<file path="config.mk">
export PLATFORM = sky130hd
export DESIGN_NAME = crossbar
export DESIGN_NICKNAME = d
export VERILOG_FILES = /design/src/common/noc_pkg.sv /design/src/crossbar/crossbar.sv
export SDC_FILE = /design/constraint.sdc
export NUM_CORES = 1
export LEC_CHECK = 0
export BUFFER_PORTS_ARGS = -buffer_cell sky130_fd_sc_hd__buf_4
export CAP_MARGIN = 20
export CORE_MARGIN = 4
export CORE_UTILIZATION = 35
export CTS_CLUSTER_SIZE = 25
export DETAILED_ROUTE_END_ITERATION = 10
export GPL_TIMING_DRIVEN = 0
export SLEW_MARGIN = 20
export SYNTH_ARGS = -nofsm -noshare
export SYNTH_HDL_FRONTEND = slang
export SYNTH_SLANG_ARGS = --single-unit
export TNS_END_PERCENT = 30
</file>
<file path="constraint.sdc">
create_clock -name clk -period 2.6 [get_ports clk]
set_input_delay 0.65 -clock clk [delete_from_list [all_inputs] [get_ports clk]]
set_output_delay 0.65 -clock clk [all_outputs]
set_load 0.02 [all_outputs]
</file>
<file path="src/common/noc_pkg.sv">
// ~~~~~~~~~~~~~~~~~~~~~~~~~~~~~~~~~~~~~~~~
// single-flit packets only; the destination port and VC ride in the flit.
// field widths derive from num_ports and num_vcs, which are powers of two.
// ~~~~~~~~~~~~~~~~~~~~~~~~~~~~~~~~~~~~~~~~

package noc_pkg;

    localparam int num_ports = 4;
    localparam int num_vcs = 2;

    // downstream slots per VC, also the reset value of every output credit counter.
    localparam int buffer_size = 4;

    // input FIFO depth, also the credits an upstream sender starts with.
    localparam int fifo_depth = 4;

    localparam int port_w = $clog2(num_ports);
    localparam int vc_w = $clog2(num_vcs);
    localparam int cnt_w = $clog2(buffer_size + 1);
    localparam int payload_w = 29;
    localparam int flit_w = port_w + vc_w + payload_w;

    // flit layout is {dest, vc, payload} from the top bit down.
    localparam int vc_lsb = payload_w;
    localparam int dest_lsb = vc_lsb + vc_w;

    localparam int fifo_ptr_w = $clog2(fifo_depth);
    localparam int fifo_cnt_w = $clog2(fifo_depth + 1);

    typedef logic [flit_w-1:0] flit_t;
    typedef logic [port_w-1:0] port_t;
    typedef logic [vc_w-1:0] vc_t;
    typedef logic [cnt_w-1:0] cnt_t;

    localparam port_t last_port = port_t'(num_ports - 1);
    localparam cnt_t cnt_full = cnt_t'(buffer_size);
    localparam logic [fifo_ptr_w-1:0] fifo_last = fifo_ptr_w'(fifo_depth - 1);

endpackage

</file>
<file path="src/crossbar/crossbar.sv">
// ~~~~~~~~~~~~~~~~~~~~~~~~~~~~~~~~~~~~~~~~
// outputs are registered; one credit per flit, returns saturate at buffer_size.
// ~~~~~~~~~~~~~~~~~~~~~~~~~~~~~~~~~~~~~~~~

`timescale 1ns/100ps

module crossbar (
    input  logic                                                   clk,
    input  logic                                                   n_rst,
    input  noc_pkg::flit_t [noc_pkg::num_ports-1:0]                in_flit,
    input  noc_pkg::port_t [noc_pkg::num_ports-1:0]                sel,
    input  logic [noc_pkg::num_ports-1:0]                          sel_valid,
    input  logic [noc_pkg::num_ports-1:0][noc_pkg::num_vcs-1:0]    credit_return,
    output logic [noc_pkg::num_ports-1:0][noc_pkg::num_vcs-1:0]    credit_ok,
    output logic [noc_pkg::num_ports-1:0]                          out_valid,
    output noc_pkg::flit_t [noc_pkg::num_ports-1:0]                out_flit,
    output noc_pkg::vc_t [noc_pkg::num_ports-1:0]                  out_vc
);
    noc_pkg::flit_t [noc_pkg::num_ports-1:0] sel_flit;
    noc_pkg::vc_t [noc_pkg::num_ports-1:0] sel_vc;
    noc_pkg::cnt_t [noc_pkg::num_ports-1:0][noc_pkg::num_vcs-1:0] credit_cnt;
    noc_pkg::cnt_t [noc_pkg::num_ports-1:0][noc_pkg::num_vcs-1:0] credit_cnt_next;

    always_comb begin
        for (int o = 0; o < noc_pkg::num_ports; o++) begin
            sel_flit[o] = in_flit[sel[o]];
            sel_vc[o] = sel_flit[o][noc_pkg::vc_lsb +: noc_pkg::vc_w];
        end
    end

    // the flit register only loads on a grant; out_valid qualifies it.
    always_ff @(posedge clk) begin
        for (int o = 0; o < noc_pkg::num_ports; o++) begin
            if (sel_valid[o]) begin
                out_flit[o] <= sel_flit[o];
                out_vc[o] <= sel_vc[o];
            end
        end
    end

    always_ff @(posedge clk, negedge n_rst) begin
        if (!n_rst) begin
            out_valid <= '0;
        end else begin
            out_valid <= sel_valid;
        end
    end

    // a send and a return in the same cycle cancel out.
    always_comb begin
        logic dec;
        logic inc;
        for (int o = 0; o < noc_pkg::num_ports; o++) begin
            for (int v = 0; v < noc_pkg::num_vcs; v++) begin
                dec = sel_valid[o] && (sel_vc[o] == noc_pkg::vc_t'(v));
                inc = credit_return[o][v];
                credit_cnt_next[o][v] = credit_cnt[o][v];
                if (inc && !dec && credit_cnt[o][v] != noc_pkg::cnt_full) begin
                    credit_cnt_next[o][v] = credit_cnt[o][v] + 1'b1;
                end else if (dec && !inc && credit_cnt[o][v] != '0) begin
                    credit_cnt_next[o][v] = credit_cnt[o][v] - 1'b1;
                end
            end
        end
    end

    always_ff @(posedge clk, negedge n_rst) begin
        if (!n_rst) begin
            for (int o = 0; o < noc_pkg::num_ports; o++) begin
                for (int v = 0; v < noc_pkg::num_vcs; v++) begin
                    credit_cnt[o][v] <= noc_pkg::cnt_full;
                end
            end
        end else begin
            credit_cnt <= credit_cnt_next;
        end
    end

    // the allocator sees the registered count, so a send blocks the next grant at once.
    always_comb begin
        for (int o = 0; o < noc_pkg::num_ports; o++) begin
            for (int v = 0; v < noc_pkg::num_vcs; v++) begin
                credit_ok[o][v] = (credit_cnt[o][v] != '0);
            end
        end
    end

endmodule

</file>
==> impl_metrics.env, run 1 <==
export IMPL_outcome="finished clean"
export IMPL_drc=0
export IMPL_hpwl_mm=18.5
export IMPL_design_core_area_um2=25100
export IMPL_antenna_found_initial=1
export IMPL_io_pins=294
export IMPL_seq_area_frac_synth=0.511
export IMPL_r2r_cells=6
export IMPL_ys_ff_latch=156
export IMPL_path_max_fanout=7
export IMPL_cap_violations=0
export IMPL_cts_setup_buffers=0
export IMPL_path_class="in2reg"
export IMPL_slew_viol_final=0
export IMPL_fp_dieH_um=168
export IMPL_ir_worst_vdd_uv=334
export IMPL_drt_iter0_drc=392
export IMPL_min_period_ns=2.49
export IMPL_syn_inst=511
export IMPL_power_mw=9.05
export IMPL_syn_cell_area_um2=8900
export IMPL_synth_async_reset_ratio=0.179
export IMPL_vias=6215
export IMPL_port_buffers=286
export IMPL_final_cell_area_um2=12100
export IMPL_nets=976
export IMPL_fillers=2227
export IMPL_slew_headroom=0.437
export IMPL_drive_above_1_share=0.584
export IMPL_grt_overflow=0
export IMPL_cts_buffers=17
export IMPL_synth_top_area_frac=0.432
export IMPL_ys_warn_count=0
export IMPL_htree_levels=4
export IMPL_clkLatencyLatePin_ns=0.41
export IMPL_die_x_um=168
export IMPL_vias_per_cell=5.36
export IMPL_ys_types=51
export IMPL_required_ns=2.95
export IMPL_dieArea_um2=28100
export IMPL_skew_ns=0.00806
export IMPL_syn_to_final_growth_pct=36.3
export IMPL_drtAntennaViolNets=0
export IMPL_fmax_mhz=402
export IMPL_synth_top_cell_by_area="edfxtp_1"
export IMPL_p_per_area_nw_per_um2=746
export IMPL_crit_path_end_kind="flip-flop"
export IMPL_cts_hold_buf=0
export IMPL_clkTransAtPathRegs_ns=0.07
export IMPL_totalWireLength_mm=26.5
export IMPL_root_buffer="clkbuf_16"
export IMPL_syn_avg_cell_area_um2=17.4
export IMPL_ctsLongestPathBuffers=2
export IMPL_antenna_cells=0
export IMPL_cts_tree="done"
export IMPL_synthTopCellsByCount="128 x edfxtp_1, 128 x mux4_2, 22 x nand2_1"
export IMPL_fin_crit_sh=0.957
export IMPL_grt_pass1_vias=6363
export IMPL_cts_sinks=156
export IMPL_place_area_um2=11500
export IMPL_synth_nets=669
export IMPL_ys_flop_type="edfxtp_1"
export IMPL_grt_pass1_wl_mm=39.6
export IMPL_grt_use_total=0.187
export IMPL_synth_edff_count=128
export IMPL_fin_tns_setup_ns=0
export IMPL_first_pass_iters=4
export IMPL_tightest_slew_ns=0.845
export IMPL_num_rows=58
export IMPL_setup_violations_final=0
export IMPL_grt_max_degree=38
export IMPL_initial_core_util=0.355
export IMPL_leakagePower_nw=4.71
export IMPL_finalHoldViolations=0
export IMPL_hold_path_class="in2async"
export IMPL_synth_area_leaders="edfxtp_1 43%, mux4_2 32%, dfrtp_1 5.6%"
export IMPL_gp_congestion=0.806
export IMPL_wire_per_inst_um=22.9
export IMPL_start_kind="primary input"
export IMPL_cp_arrival_ns=2.84
export IMPL_cts_resized=0
export IMPL_rsz0062_at_grt="no"
path summary, 6_finish.rpt:
| check | slack [ns] | from | endpoint |
|---|---|---|---|
| max | 0.11 | sel[0] | credit_cnt[5]$_DFFE_PN1P_ |
| min | 0.16 | n_rst | credit_cnt[10]$_DFFE_PN0P_ |
| max reg2reg | 0.65 | credit_cnt[7]$_DFFE_PN0P_ | credit_cnt[8]$_DFFE_PN1P_ |
| min reg2reg | 0.54 | credit_cnt[11]$_DFFE_PN1P_ | credit_cnt[11]$_DFFE_PN1P_ |
| max in group asynchronous | 2.11 | n_rst | credit_cnt[20]$_DFFE_PN1P_ |
| min in group clk | 0.54 | credit_cnt[11]$_DFFE_PN1P_ | credit_cnt[11]$_DFFE_PN1P_ |
registers in the layout, summed over array words and instances (netlist names):
name and flops:
out_valid 4, credit_cnt 24, out_flit 128
through the flow:
stage / hold WS, ns / setup slack, ns / std cells / utilization
after floorplan: 0.354 / -0.109 / 511 / -
after global placement: 0.522 / -0.311 / 1127 / 0.457
after detailed placement: 0.532 / -0.317 / 1127 / 0.457
after CTS: 0.159 / 0.0989 / 1157 / 0.483
after global routing: 0.162 / 0.00322 / 1159 / 0.484
final: 0.160 / 0.111 / 1159 / 0.484
metal layers:
| layer | global-route usage | vias up | share of wire |
|---|---|---|---|
| li1 | - | 2795 | - |
| met1 | 0.245 | 3146 | 0.41 |
| met2 | 0.307 | 252 | 0.49 |
| met3 | 0.0621 | 20 | 0.087 |
| met4 | 0.0392 | 2 | 0.013 |
| met5 | 0 | - | 0.00049 |
worst max-delay path, stage by stage:
cell and delay, ns:
clkbuf_8 0.14, mux4_2 0.61, nand2_4 0.14, o211ai_1 0.13
fa_2 0.43, or4_1 0.50, a21o_1 0.17, nand3_1 0.07
power breakdown:
group	switching, mW	internal [mW]	leakage (nW)	total [mW]
sequential	0.387	3.22	1.57	3.61
combinational	1.34	1.35	2.83	2.69
clock	1.05	1.71	0.307	2.76
total	2.77	6.28	4.71	9.05
cell usage in the layout (no fill, tap or decap), types with 8 or more instances in the layout:
cell type,count
o21ai_0,12
inv_1,17
edfxtp_1,128
dfstp_2,8
nor2_1,21
dfrtp_1,20
a21oi_1,11
o21bai_1,8
mux4_2,128
buf_2,13
clkbuf_1,12
buf_4,292
clkbuf_16,17
nand2_1,20
layout make-up:
class	instances	area (um2)	area share
Inverter	17	63.8	0.00526
Sequential cell	156	4550	0.375
Clock buffer	17	425	0.0350
Timing Repair Buffer	288	2160	0.178
Multi-Input combinational cell	302	4130	0.340
Tap cell	330	413	0.0340
Buffer	36	184	0.0151
Clock inverter	13	214	0.0176
kinds of logic (layout without fill, tap and decap cells):
family	after synthesis	after routing	synth area share
DFF	156	156	0.511
adders and majority gates	8	8	0.0180
muxes	135	135	0.332
buffers and inverters	53	371	0.0267
AOI/OAI and AO/OA	80	80	0.0637
xor gates and xnor gates	6	6	0.00590
and+or+nand+nor	73	73	0.0422
(Power assumes the default switching activity.)
==> inputs of run 2 (changes only) <==
--- a/config.mk
+++ b/config.mk
@@ -12,6 +12,7 @@
 export CTS_CLUSTER_SIZE = 25
 export DETAILED_ROUTE_END_ITERATION = 10
 export GPL_TIMING_DRIVEN = 0
+export RECOVER_POWER = 50
 export SLEW_MARGIN = 20
 export SYNTH_ARGS = -nofsm -noshare
 export SYNTH_HDL_FRONTEND = slang
==> impl_metrics.env, run 2 (synthesized netlist as in run 1, its figures left out) <==
export IMPL_setup_ws_ns=0.118
export IMPL_vias_per_cell=5.34
export IMPL_r2r_end="credit_cnt[8]$_DFFE_PN1P_"
export IMPL_die_x_um=168
export IMPL_r2r_start="credit_cnt[7]$_DFFE_PN0P_"
export IMPL_fp_dieH_um=168
export IMPL_cap_violations=1
export IMPL_drtAntennaViolNets=0
export IMPL_ctsLongestPathBuffers=2
export IMPL_leakagePower_nw=4.52
export IMPL_fillers=2259
export IMPL_setup_violations_final=0
export IMPL_initial_core_util=0.355
export IMPL_grt_use_total=0.187
export IMPL_start_kind="primary input"
export IMPL_cts_hold_buf=0
export IMPL_grt_max_degree=38
export IMPL_violations="max-capacitance violations, max-slew violations"
export IMPL_finalHoldViolations=0
export IMPL_min_period_ns=2.48
export IMPL_largestRegisters="out_flit: 128 flops, credit_cnt: 24 flops, out_valid: 4 flops"
export IMPL_r2r_cells=6
export IMPL_root_buffer="clkbuf_16"
export IMPL_grt_use_met2=0.307
export IMPL_dp_slack_ns=-0.317
export IMPL_antenna_found_initial=2
export IMPL_use_met3=0.0621
export IMPL_hold_path_class="reg2reg"
export IMPL_io_pins=294
export IMPL_mostFrequentLayoutCells="237 x buf_4, 128 x mux4_2, 128 x edfxtp_1, 66 x clkbuf_1, 21 x nor2_1"
export IMPL_num_rows=58
export IMPL_final_cell_area_um2=11900
export IMPL_power_mw=8.98
export IMPL_wire_per_inst_um=22.9
export IMPL_clkLatencyLatePin_ns=0.41
export IMPL_layout_cells_non_filler=1160
export IMPL_cts_setup_buffers=0
export IMPL_outcome="finished, violations left"
export IMPL_slew_headroom=-0.102
export IMPL_totalWireLength_mm=26.5
export IMPL_largest_reg_flops=128
export IMPL_r2r_slack_ns=0.66
export IMPL_largest_register="out_flit"
export IMPL_vias=6200
export IMPL_drive_above_1_share=0.519
export IMPL_required_ns=2.95
export IMPL_nets=976
export IMPL_fmax_mhz=403
export IMPL_place_area_um2=11500
export IMPL_min_to="credit_cnt[11]$_DFFE_PN1P_"
export IMPL_grt_overflow=0
export IMPL_tightest_slew_ns=1.65
export IMPL_place_inst=1127
export IMPL_grt_util_met1=0.245
export IMPL_whs_path_depth=2
export IMPL_first_pass_iters=4
export IMPL_critPathSlowestCell="mux4_2"
export IMPL_skew_ns=0.00789
export IMPL_dieArea_um2=28100
export IMPL_syn_to_final_growth_pct=34.1
export IMPL_cts_resized=0
export IMPL_rsz0062_at_grt="no"
export IMPL_drt_iter0_drc=399
export IMPL_grt_pass1_wl_mm=39.6
export IMPL_htree_levels=4
export IMPL_hpwl_mm=18.5
export IMPL_fin_crit_sh=0.955
export IMPL_clkTransAtPathRegs_ns=0.07
export IMPL_final_common_cell="buf_4"
export IMPL_p_per_area_nw_per_um2=752
export IMPL_drc=0
export IMPL_path_cells="clkbuf_8 > mux4_2 > nand2_4 > o211ai_1 > fa_2 > or4_1 > a21o_1 > nand3_1"
export IMPL_gp_congestion=0.806
export IMPL_cts_tree="done"
export IMPL_path_max_fanout=7
export IMPL_path_class="in2reg"
export IMPL_crit_path_end_kind="flip-flop"
export IMPL_design_core_area_um2=25100
export IMPL_grt_pass1_vias=6363
export IMPL_critPathMaxStageDelay_ns=0.60
export IMPL_cp_arrival_ns=2.84
export IMPL_worst_hold_startpoint="credit_cnt[11]$_DFFE_PN1P_"
export IMPL_top_usage_layer="met2"
export IMPL_cts_buffers=17
export IMPL_cts_sinks=156
export IMPL_ir_worst_vdd_uv=334
export IMPL_port_buffers=286
export IMPL_slew_viol_final=29
export IMPL_fin_tns_setup_ns=0
[run 2: area by class of cell]
type | instances | area [um2] | share of cell area
buffer | 36 | 184 | 0.0154
clock buffer | 17 | 425 | 0.0356
timing repair buffer | 288 | 1960 | 0.164
sequential | 156 | 4550 | 0.381
inverter | 17 | 63.8 | 0.00534
clock inverter | 13 | 214 | 0.0179
multi-input combinational | 302 | 4130 | 0.345
antenna | 1 | 2.50 | 0.000210
tap | 330 | 413 | 0.0346
[run 2: how the worst max path moves through the flow]
stage | start | to | slack (ns) | depth (start not counted)
floorplan | sel[0] | credit_cnt[5]$_DFFE_PN1P_ | -0.11 | 8
global placement | sel[4] | credit_cnt[17]$_DFFE_PN1P_ | -0.31 | 7
detailed placement | sel[4] | credit_cnt[17]$_DFFE_PN1P_ | -0.32 | 7
CTS | sel[0] | credit_cnt[5]$_DFFE_PN1P_ | 0.1 | 8
global route | sel[0] | credit_cnt[5]$_DFFE_PN1P_ | 0.003 | 8
finish | sel[0] | credit_cnt[5]$_DFFE_PN1P_ | 0.12 | 8
[run 2: per-layer routing]
| metal | part of all wire | vias up |
|---|---|---|
| met2 | 0.49 | 245 |
| li1 | - | 2793 |
| met4 | 0.013 | 2 |
| met1 | 0.41 | 3140 |
| met3 | 0.081 | 20 |
| met5 | 0.00030 | - |
[run 2: worst max-delay path: cells and delay by family]
kind / cells / cell delay (ns)
and+or+nand+nor: 3 / 0.70
muxes: 1 / 0.60
adders and majority gates: 1 / 0.43
AOI/OAI and AO/OA: 2 / 0.30
buffers and inverters: 1 / 0.14
[run 2: through the flow]
stage	util	hold WS, ns
2_1_floorplan	-	0.354
3_3_place_gp	0.457	0.522
3_5_place_dp	0.457	0.532
4_1_cts	0.483	0.159
5_1_grt	0.476	0.559
6_report	0.476	0.539
[run 2: report_power, final]
group	switching (mW)	internal (mW)	leakage, nW
registers	0.384	3.22	1.57
clock network	1.04	1.71	0.307
logic	1.34	1.28	2.64
