[config.mk]
export PLATFORM = sky130hd
export DESIGN_NAME = input_fifo
export DESIGN_NICKNAME = d
export VERILOG_FILES = /design/src/common/noc_pkg.sv /design/src/source/input_fifo.sv
export SDC_FILE = /design/constraint.sdc
export NUM_CORES = 1
export LEC_CHECK = 0
export BUFFER_PORTS_ARGS = -buffer_cell sky130_fd_sc_hd__buf_2
export CAP_MARGIN = 20
export CELL_PAD_IN_SITES_DETAIL_PLACEMENT = 1
export CELL_PAD_IN_SITES_GLOBAL_PLACEMENT = 2
export CORE_ASPECT_RATIO = 0.8
export CORE_MARGIN = 5
export CORE_UTILIZATION = 40
export CTS_CLUSTER_SIZE = 16
export DETAILED_ROUTE_END_ITERATION = 10
export HOLD_SLACK_MARGIN = 0.06
export PLACE_DENSITY = 0.8
export SLEW_MARGIN = 20
export SYNTH_ARGS = -nofsm -noshare
export SYNTH_HDL_FRONTEND = slang
export SYNTH_SLANG_ARGS = --single-unit
[constraint.sdc]
create_clock -name clk -period 1.7 [get_ports clk]
set_input_delay 0.085 -clock clk [delete_from_list [all_inputs] [get_ports clk]]
set_output_delay 0.085 -clock clk [all_outputs]
set_load 0.02 [all_outputs]
[src/common/noc_pkg.sv]
// ~~~~~~~~~~~~~~~~~~~~~~~~~~~~~~~~~~~~~~~~
// single-flit packets only; the destination port and VC ride in the flit.
// field widths derive from num_ports and num_vcs, which are powers of two.
// ~~~~~~~~~~~~~~~~~~~~~~~~~~~~~~~~~~~~~~~~

package noc_pkg;

    localparam int num_ports = 4;
    localparam int num_vcs = 2;

    // downstream slots per VC, also the reset value of every output credit counter.
    localparam int buffer_size = 4;

    // input FIFO depth, also the credits an upstream sender starts with.
    localparam int fifo_depth = 4;

    localparam int port_w = $clog2(num_ports);
    localparam int vc_w = $clog2(num_vcs);
    localparam int cnt_w = $clog2(buffer_size + 1);
    localparam int payload_w = 29;
    localparam int flit_w = port_w + vc_w + payload_w;

    // flit layout is {dest, vc, payload} from the top bit down.
    localparam int vc_lsb = payload_w;
    localparam int dest_lsb = vc_lsb + vc_w;

    localparam int fifo_ptr_w = $clog2(fifo_depth);
    localparam int fifo_cnt_w = $clog2(fifo_depth + 1);

    typedef logic [flit_w-1:0] flit_t;
    typedef logic [port_w-1:0] port_t;
    typedef logic [vc_w-1:0] vc_t;
    typedef logic [cnt_w-1:0] cnt_t;

    localparam port_t last_port = port_t'(num_ports - 1);
    localparam cnt_t cnt_full = cnt_t'(buffer_size);
    localparam logic [fifo_ptr_w-1:0] fifo_last = fifo_ptr_w'(fifo_depth - 1);

endpackage

[src/source/input_fifo.sv]
// ~~~~~~~~~~~~~~~~~~~~~~~~~~~~~~~~~~~~~~~~
// no full flag; the upstream sender must honour its credits.
// ~~~~~~~~~~~~~~~~~~~~~~~~~~~~~~~~~~~~~~~~

`timescale 1ns/100ps

module input_fifo (
    input  logic           clk,
    input  logic           n_rst,
    input  logic           wr_valid,
    input  noc_pkg::flit_t wr_flit,
    input  logic           pop,
    output logic           head_valid,
    output noc_pkg::flit_t head_flit,
    output logic           credit
);
    noc_pkg::flit_t mem [noc_pkg::fifo_depth];
    logic [noc_pkg::fifo_ptr_w-1:0] rd_ptr;
    logic [noc_pkg::fifo_ptr_w-1:0] wr_ptr;
    logic [noc_pkg::fifo_cnt_w-1:0] count;
    logic do_pop;

    assign head_valid = (count != '0);
    assign head_flit = mem[rd_ptr];
    assign do_pop = pop && head_valid;

    // the credit goes back upstream in the same cycle the flit leaves.
    assign credit = do_pop;

    always_ff @(posedge clk) begin
        if (wr_valid) begin
            mem[wr_ptr] <= wr_flit;
        end
    end

    always_ff @(posedge clk, negedge n_rst) begin
        if (!n_rst) begin
            rd_ptr <= '0;
            wr_ptr <= '0;
            count <= '0;
        end else begin
            if (wr_valid) begin
                wr_ptr <= (wr_ptr == noc_pkg::fifo_last) ? '0 : wr_ptr + 1'b1;
            end
            if (do_pop) begin
                rd_ptr <= (rd_ptr == noc_pkg::fifo_last) ? '0 : rd_ptr + 1'b1;
            end
            case ({wr_valid, do_pop})
                2'b10: count <= count + 1'b1;
                2'b01: count <= count - 1'b1;
                default: count <= count;
            endcase
        end
    end

endmodule

==> reports/results.txt, run 1 <==
Final worst-path cycle share: 109.6%
Post-synthesis cell area: 5095 sq um
Startpoint Class: register
First-pass GRT wire length: 16.43 mm
Worst Hold Class: in2reg
Clk sinks: 135
RD Place Congestion: 0.6775
Fin util: 56.28%
Pleak: 2.509 nW
# rows: 36
Slew HR: 74.44%
Die area: 15110 sq um
Setup CP Type: reg2out
Drt initial violations: 145
Boundary Pins: 70
Die Width: 136.2 um
Largest net degree at the start of global routing: 35
Crit end category: output pin
First drt pass iteration count: 4
R2R Setup Slk: -0.06 ns
Simple-Gate Fraction of Synth Area: 1.179%
Max VDD drop: 0.0009788 V
Worst path required time: 1.62 ns
Max Cap Viol: 0
Power per cell area: 1775 nW/um^2
Setup-failing EPs final: 34
CTS clk-pin slew, worst paths: 0.06 ns
Avg Cell Area, Syn: 24.61 sq um
Cell Area, Placed: 5772 sq um
Syn_nets: 250
Layout cells sized above 1: 46.24%
Synth Area in Adders: 1.866%
DRC Markers: 0
Crit-path max FO: 6
Fin area: 6945 sq um
Num CTS Buffers: 17
Clock Tree Root: clkbuf_16
Final WL: 10.52 mm
Die height: 110.9 um
WP data arrival: 1.78 ns
FF+latch count, synth: 135
Compound-Gate Fraction of Synth Area: 0.1965%
Starting density of the core: 41.28%
Register area share after synthesis: 78.88%
CTS Buffer Depth: 2
Vias: 2532
Max Slew Vio Count: 0
Total core area: 12340 sq um
Post-Synthesis Cells: 207
# diodes: 0
FMAX: 0.5369 GHz
Clock Skews: 0.007688 ns
Via-to-Cell Ratio: 4.777
FF/Latch Area: 4021 sq um
Failing checks: setup timing
Xor-xnor portion of the synthesized cell area: 0.5157%
Hpwl dp: 6.275 mm
H-tree depth: 4
DRT antenna net count: 0
Overflow after GRT: 0
Post-synth cell types: 22
Tmin final: 1.862 ns
Worst-Skew Late Latency: 0.41 ns
Transition time of the tightest slew-check pin: 0.3821 ns
Gr usage total: 14.93%
Fillers: 1097
Setup WS post-layout: -0.1624 ns
Layout area overhead: 36.32%
Status: complete, but fails checks
RSZ-0062 raised after global routing: true
Fin. Hold Viols: 0
Mux share of post-synthesis cell area: 15.08%
Nets: 389
Main combinational cell family by area after synthesis: multiplexers
Port bufs: 69
Total chip power: 12.33 mW
CTS tree: built
Vias in the first global route: 2893
Multi-input logic area: 978.4 sq um
Initial antenna violation count: 0
Ys Warns: 0
Drt wl/cell: 19.86 um
[synth_stat cells]
| master | n | area share [%] |
|---|---|---|
| mux2_2 | 2 | 0.44 |
| dfrtp_1 | 7 | 3.4 |
| fa_1 | 1 | 0.39 |
| buf_2 | 3 | 0.29 |
| xor2_1 | 2 | 0.34 |
| edfxtp_1 | 128 | 75 |
| or3_4 | 1 | 0.22 |
| buf_6 | 1 | 0.22 |
| nand2_1 | 1 | 0.074 |
| and2_1 | 4 | 0.49 |
| mux4_2 | 28 | 12 |
| mux2i_1 | 1 | 0.20 |
| nor2_1 | 2 | 0.15 |
| mux4_1 | 4 | 2.1 |
| clkbuf_1 | 1 | 0.074 |
| o21ai_0 | 2 | 0.20 |
| xnor2_1 | 1 | 0.17 |
| nand2_2 | 1 | 0.12 |
| or3_1 | 1 | 0.12 |
| inv_1 | 7 | 0.52 |
| buf_12 | 3 | 1.2 |
| ha_1 | 6 | 1.5 |
[metrics by stage]
stage | setup slack [ns] | cells | hold slack, ns | TNS (ns)
floorplan | -0.05457 | 207 | -0.2106 | -0.08292
global placement | 0.01381 | 453 | -0.05982 | 0
detailed placement | -0.02790 | 453 | -0.05177 | -0.02790
CTS | -0.1872 | 527 | 0.1265 | -4.813
global route | -0.2387 | 530 | 0.1589 | -6.515
finish | -0.1624 | 530 | 0.1471 | -3.906
[per-layer routing]
layer | share of wire [%] | up-vias | global-route usage (%) | routed length, um
met5 | 0 | - | 0 | 0
met4 | 1.0 | 0 | 4.433 | 106
met3 | 4.6 | 9 | 4.900 | 486
met2 | 49 | 64 | 22.76 | 5207
met1 | 45 | 1312 | 20.54 | 4723
li1 | - | 1147 | - | -
[path summary, 6_finish.rpt]
check | end | from | depth (start not counted)
worst max-delay path | head_flit[5] | rd_ptr[0] | 4
worst max register to register | count[2] | count[0] | 9
max in group asynchronous | rd_ptr[0] | n_rst | 3
worst min register to register | count[2] | count[2] | 2
worst min-delay path | count[0] | pop | 5
min in group asynchronous | count[0] | n_rst | 3
[worst max-delay path: stages, from the launching register on]
cell and delay [ns]:
dfrtp_2 0.43, buf_12 0.14, buf_16 0.13, mux4_2 0.52
buf_6 0.15
[registers in the layout, indices dropped and copies added (netlist names)]
register  flops
mem         128
wr_ptr        2
rd_ptr        2
count         3
[cell usage in the layout, fill, tap and decap left out, types with 2 or more instances in the layout]
cell type        n
mux2_2           2
buf_6           18
buf_16           2
nor2_1           2
xor2_1           2
and2_2           4
mux4_2          29
mux4_1           3
inv_1            5
buf_4           14
bufinv_16        2
inv_6            3
ha_1             5
dfrtp_1          5
clkbuf_16       17
edfxtp_1       128
o21ai_0          2
buf_12           7
dlygate4sd3_1   35
clkinvlp_4       3
clkinv_2         3
buf_2           51
clkinv_4         3
dfrtp_2          2
[cells by family after synthesis]
family | count (synthesis)
AOI/OAI and AO/OA | 2
xor gates and xnor gates | 3
adders and majority gates | 7
buffers and inverters | 15
DFF | 135
muxes | 35
and+or+nand+nor | 10
[repair_timing]
item | in CTS | in global routing
cloned | 2 | 0
pin swaps | 0 | 3
endpoints found under the hold margin | 137 | 0
buffers inserted | 5 | 3
hold buffers | 35 | 0
resized for setup | 29 | 12
setup endpoints to repair | 34 | 34
[layout make-up]
cell class	instances	area share, %
timing repair buffer	128	16.18
inverter	7	0.4143
multi-input combinational	57	14.09
clock buffer	18	6.179
sequential	135	57.90
clock inverter	14	2.162
tap	171	3.081
[where the power goes]
part	internal (mW)	switching, mW
logic	2.16	2.18
clock network	2.17	1.36
registers	4.29	0.176
Power figures use the tool's default switching activity.
==> inputs of run 2 (changes only) <==
--- a/config.mk
+++ b/config.mk
@@ -21,2 +21,3 @@
 export SYNTH_HDL_FRONTEND = slang
 export SYNTH_SLANG_ARGS = --single-unit
+export TNS_END_PERCENT = 10
==> constraint.sdc (replaced) <==
create_clock -name clk -period 1.7 [get_ports clk]
set_input_delay 0.085 -clock clk [delete_from_list [all_inputs] [get_ports clk]]
set_output_delay 0.085 -clock clk [all_outputs]
set_load 0.01 [all_outputs]
==> run 2 against run 1 <==
Compared with the run above: the flow still finishes with violations (setup timing); sequential share of layout area is 1.1 points higher; wire length shrank 4.4%; combinational power is 18% lower; final area decreased by 1.7%; clock power hardly changed; maximum frequency increased by 0.16%; highest routed layer unchanged; critical path depth is 1 lower; sequential power grew 1%; worst hold slack worse by 0.0090 ns; via count decreased by 1.3%; total power decreased by 5.9%.
==> reports/results.txt, run 2 (synthesis gave the netlist of run 1 again) <==
CTS clk-pin slew, worst paths: 0.06 ns (about the same)
Crit-path max FO: 12 (+6)
Setup WS pre-CTS: -0.02310 ns (+0.004799 ns)
Crit-path cells: buf_12 > mux4_2 > buf_6
Die height: 110.9 um (unchanged)
Max VDD drop: 0.0009267 V (-5.3%)
Setup-failing EPs final: 34 (unchanged)
Worst r2r src: count[0]
DRT antenna net count: 0 (unchanged)
Worst R2R Path Depth: 9 (unchanged)
Fin. Hold Viols: 0 (unchanged)
Cell Area, Placed: 5784 sq um (+0.22%)
Starting density of the core: 41.28% (unchanged)
Vias in the first global route: 2899 (+0.21%)
Non-filler cells, final: 524 (-1.1%)
HP Start: pop
RSZ-0062 raised after global routing: true
Layout area overhead: 33.94%
FMAX: 0.5378 GHz (+0.16%)
Total core area: 12340 sq um (unchanged)
Hpwl dp: 6.450 mm (+2.8%)
CP max stage cell: mux4_2
Gr usage total: 14.49% (-0.44 points)
Largest net degree at the start of global routing: 29 (-17%)
Setup WS post-layout: -0.1595 ns (+0.002941 ns)
Die Width: 136.2 um (unchanged)
Nets: 383 (-1.5%)
Die area: 15110 sq um (unchanged)
Initial antenna violation count: 0 (unchanged)
Total chip power: 11.61 mW (-5.9%)
Max Cap Viol: 0 (unchanged)
CP peak stage delay: 0.54 ns (+0.02 ns)
Slew HR: 77.69% (+3.2 points)
Tmin final: 1.860 ns (-0.002941 ns)
Clock Tree Root: clkbuf_16
Via-to-Cell Ratio: 4.767 (-0.21%)
Most common cell after layout, fill and taps aside: edfxtp_1
WP data arrival: 1.77 ns (about the same)
Worst-Skew Late Latency: 0.41 ns (about the same)
Worst Hold Class: in2reg
Power per cell area: 1701 nW/um^2 (-4.2%)
Final WL: 10.06 mm (-4.4%)
# rows: 36 (unchanged)
CTS Buffer Depth: 2 (unchanged)
Vias: 2498 (-1.3%)
Pleak: 2.443 nW (-2.6%)
Final worst-path cycle share: 109.4% (-0.17 points)
Layout cells sized above 1: 45.89% (-0.35 points)
Port bufs: 69 (unchanged)
Drt initial violations: 132 (-9.0%)
CTS tree: built
Num CTS Buffers: 17 (unchanged)
Placed Instances: 455 (+0.44%)
Status: complete, but fails checks
# diodes: 0 (unchanged)
Fin area: 6824 sq um (-1.7%)
Number of flip-flops in the largest register: 128 (unchanged)
WHS Endpoint: rd_ptr[0]
Worst path required time: 1.62 ns (about the same)
RD Place Congestion: 0.7140 (+5.4%)
Commonest cells after routing, fill and taps aside: edfxtp_1, buf_2, dlygate4sd3_1
Setup CP Type: reg2out
Overflow after GRT: 0 (unchanged)
Largest reg by FF count: mem
Clk sinks: 135 (unchanged)
Boundary Pins: 70 (unchanged)
First drt pass iteration count: 4 (unchanged)
First-pass GRT wire length: 16.11 mm (-1.9%)
Max Slew Vio Count: 0 (unchanged)
DRC Markers: 0 (unchanged)
Drt wl/cell: 19.20 um (-3.3%)
Worst hold path stage count: 4 (-1)
Transition time of the tightest slew-check pin: 0.3336 ns (-0.04851 ns)
Reg2reg end: count[2]
H-tree depth: 4 (unchanged)
Clock Skews: 0.007531 ns (-0.0001571 ns)
R2R Setup Slk: -0.01 ns (+0.05 ns)
Startpoint Class: register
Crit end category: output pin
Failing checks: setup timing
Top Registers: mem (128), count (3)
## run 2: cell types whose count changed in the layout (fill, tap and decap cells not counted), sizes merged
| cell | change |
|---|---|
| buf | -6 |
| clkinvlp | +1 |
| clkinv | -1 |
## run 2: critical path, delay by kind of cell, from the launching register on
family	cells	cell delay (ns)
buffers and inverters	2	0.32
flip-flops	1	0.50
multiplexers	1	0.54
## run 2: report_power, final
group          switching (mW)  total, mW  internal [mW]
Sequential              0.222       4.51           4.29
Clock                    1.37       3.54           2.17
Combinational            1.64       3.55           1.92
Total                    3.23       11.6           8.38
## run 2: final cells by class
cell class	count	area (sq um)
repair buffers	122	1011
inverters	7	26.28
fillers	1120	5518
multi-input cells	57	970.9
clock buffers	18	429.2
flip-flops and latches	135	4024
clock inverters	14	148.9
well taps	171	214.0
## run 2: worst max path at each step
stage / startpoint / end / slack [ns] / cells after the start
after detailed placement: count[1] / count[2] / -0.02 / 9
after global placement: count[1] / count[2] / 0.02 / 9
final: rd_ptr[0] / head_flit[7] / -0.16 / 3
after global routing: rd_ptr[0] / head_flit[22] / -0.23 / 3
after CTS: rd_ptr[0] / head_flit[16] / -0.21 / 3
after floorplan: wr_ptr[0] / mem[0][0] / -0.1 / 3
## run 2: per-stage QoR
stage          util (%)  hold WS (ns)  TNS (ns)
2_1_floorplan         -       -0.2106    -5.939
3_3_place_gp      46.87      -0.07063         0
4_1_cts           54.96        0.1155    -5.798
3_5_place_dp      46.87      -0.07103  -0.02310
6_report          55.29        0.1381    -4.182
5_1_grt           55.29        0.1441    -6.507
## run 2: repair_timing
item,in CTS,in global routing
hold endpoints to repair,137,0
hold buffers,35,0
resized for setup,16,7
pin swaps,2,0
buffers inserted,2,0
setup endpoints to repair,34,34
## run 2: routing by layer
metal / global-route usage, % / vias to the layer above / wire [um]
met5: 0 / - / 0
met4: 6.044 / 0 / 131
met3: 3.675 / 13 / 446
met2: 23.39 / 71 / 5111
met1: 18.65 / 1284 / 4373
li1: - / 1130 / -
==> inputs of run 3 (changes only) <==
Settings changed: CORE_MARGIN 5 to 1.5.
==> run 3 against run 2 <==
Compared with the run above: the flow still finishes with violations (setup timing); first-iteration DRC count fell by 17%; sequential power shrank 1%; combinational power is 13% higher; clock power shrank 5.9%; cell count up 0.19%; core utilization increased by 0.74 points; die area fell by 11%; via count increased by 1.3%; final area up 0.97%; maximum frequency rose by 0.89%; global-route usage increased by 0.86 points; critical path type unchanged.
==> reports/results.txt, run 3 (synthesis gave the netlist of run 1 again) <==
Worst path bufs/invs: 3 (+1)
Levels on crit path: 4 (+1)
Worst Hold Class: in2reg
Num CTS Buffers: 17 (unchanged)
First-pass GRT wire length: 14.77 mm (-8.3%)
Crit path launch: rd_ptr[0]
Overflow after GRT: 0 (unchanged)
NetSw: 3.316 mW (+2.6%)
RD Place Congestion: 0.6916 (-3.1%)
Worst hold path stage count: 5 (+1)
Metal-1 WL: 4.536 mm (+3.7%)
Pleak: 2.466 nW (+0.93%)
R2R Setup Slk: -0.06 ns (-0.05 ns)
Failing checks: setup timing
Final worst-path cycle share: 108.4% (-0.96 points)
Largest reg by FF count: mem
Fin. Hold Viols: 0 (unchanged)
CTS Buffer Depth: 2 (unchanged)
Largest delay share family, worst path: multiplexers
Power per cell area: 1715 nW/um^2 (+0.84%)
CP peak stage delay: 0.52 ns (-0.02 ns)
Startpoint Class: register
Max VDD drop: 0.0008649 V (-6.7%)
Initial antenna violation count: 0 (unchanged)
Number of flip-flops in the largest register: 128 (unchanged)
Setup TNS: -3.627 ns (+0.5550 ns)
WHS Endpoint: count[0]
Die height: 103.9 um (-6.3%)
Setup WS post-layout: -0.1432 ns (+0.01633 ns)
Clock Skews: 0.005723 ns (-0.001808 ns)
Top Registers: mem (128), count (3)
FMAX: 0.5425 GHz (+0.89%)
Nets: 384 (+0.26%)
Worst-Skew Late Latency: 0.41 ns (about the same)
Hpwl dp: 5.632 mm (-13%)
Vias in the first global route: 2719 (-6.2%)
Largest net degree at the start of global routing: 33 (+14%)
Gr usage total: 15.34% (+0.86 points)
Clock Power Share: 28.2% (-2.3 points)
Starting density of the core: 41.43% (+0.15 points)
Crit-path cells: buf_12 > clkbuf_16 > mux4_2 > buf_6
Crit end category: output pin
Layout area overhead: 35.24%
Crit-path max FO: 6 (-6)
CP max stage cell: mux4_2
CTS tree: built
Drt wl/cell: 19.76 um (+2.9%)
Worst R2R Path Depth: 7 (-2)
Commonest cells after routing, fill and taps aside: edfxtp_1, buf_2, dlygate4sd3_1
Clk sinks: 135 (unchanged)
DRT antenna net count: 0 (unchanged)
Transition time of the tightest slew-check pin: 0.3626 ns (+0.02902 ns)
Top Layer Used: met4
WP data arrival: 1.76 ns (about the same)
Via-to-Cell Ratio: 4.821 (+1.1%)
Vias: 2531 (+1.3%)
Max Cap Viol: 0 (unchanged)
Setup-failing EPs final: 34 (unchanged)
Die Width: 129.2 um (-5.1%)
Clock Tree Root: clkbuf_16
Total internal power: 8.501 mW (+1.5%)
Worst r2r src: count[0]
Logic pwr share: 34.1% (+3.5 points)
Worst path required time: 1.62 ns (about the same)
WHS: 0.1404 ns (+0.002313 ns)
Register share of total power: 37.8% (-1.1 points)
Setup CP Type: reg2out
DR WL met3: 533 um (+20%)
First drt pass iteration count: 4 (unchanged)
Die area: 13430 sq um (-11%)
Most common cell after layout, fill and taps aside: edfxtp_1
DRC Markers: 0 (unchanged)
Fillers: 1093 (-2.4%)
# diodes: 0 (unchanged)
Status: complete, but fails checks
Drt initial violations: 110 (-17%)
Reg2reg end: count[1]
Boundary Pins: 70 (unchanged)
Port bufs: 69 (unchanged)
Slew HR: 75.75% (-1.9 points)
Max Slew Vio Count: 0 (unchanged)
HP Start: pop
CTS clk-pin slew, worst paths: 0.05 ns (about the same)
Layout cells sized above 1: 45.48% (-0.41 points)
RSZ-0062 raised after global routing: true
Tmin final: 1.843 ns (-0.01633 ns)
Sw Ratio: 28.06% (+0.22 points)
Met2 wire length: 5.161 mm (+0.98%)
H-tree depth: 4 (unchanged)
Final WL: 10.38 mm (+3.1%)
Total core area: 12300 sq um (-0.36%)
# rows: 36 (unchanged)
## run 3: changes by cell type in the layout (fill, tap and decap cells not counted), sizes merged
cell,previous run,this run
bufinv,2,1
inv,10,8
clkinv,5,9
buf,87,86
clkbuf,18,19
## run 3: stage by stage
stage / std cells / area [sq um] / power (mW) / util (%) / worst slack, ns
after global placement: 453 / 5757 / 7.591 / 46.82 / 0.002598
after detailed placement: 453 / 5757 / 7.680 / 46.82 / -0.07850
after global routing: 525 / 6890 / 12.36 / 56.03 / -0.2072
final: 525 / 6890 / 11.82 / 56.03 / -0.1432
after floorplan: 207 / 5114 / 6.563 / - / -0.09518
after CTS: 522 / 6743 / 11.41 / 54.83 / -0.1832
## run 3: worst register-to-register path: cells and delay by family, from the launching register on
| family | cells | cell delay (ns) |
|---|---|---|
| flops | 1 | 0.38 |
| simple gates | 2 | 0.50 |
| mux | 1 | 0.16 |
| buf+inv | 2 | 0.09 |
| fa+ha+maj | 2 | 0.55 |
## run 3: area by class of cell
cell class | instances | area, sq um | share of cell area [%]
inverter | 7 | 26.28 | 0.3813
multi-input combinational | 57 | 967.2 | 14.04
timing repair buffer | 123 | 1124 | 16.31
clock inverter | 15 | 112.6 | 1.634
sequential | 135 | 4021 | 58.36
clock buffer | 17 | 425.4 | 6.174
tap | 171 | 214.0 | 3.105
## run 3: worst max path at each step
stage / to / slack [ns]
floorplan: mem[0][0] / -0.1
global placement: count[2] / 0.003
detailed placement: count[1] / -0.08
CTS: head_flit[31] / -0.18
global route: head_flit[14] / -0.21
finish: head_flit[18] / -0.14
## run 3: what timing repair did
action                     in CTS  in global routing
setup endpoints to repair      34                 34
resized for setup               9                 25
setup buffers                   1                  2
pin swaps                       1                  1
gates cloned                    1                  2
hold buffers                   35                  0
hold endpoints to repair      137                  0
## run 3: power by group through the flow
stage	Clock, mW	Combinational (mW)	Sequential (mW)
finish	3.33	4.02	4.46
global route	3.54	4.31	4.51
CTS	3.41	3.53	4.47
detailed placement	0	3.16	4.52
global placement	0	3.11	4.48
floorplan	0	2.10	4.46
## run 3: metal layers
layer	GRT usage, %	vias up
li1	-	1128
met1	19.37	1303
met2	24.09	85
met3	5.195	15
met4	6.742	0
met5	0	-
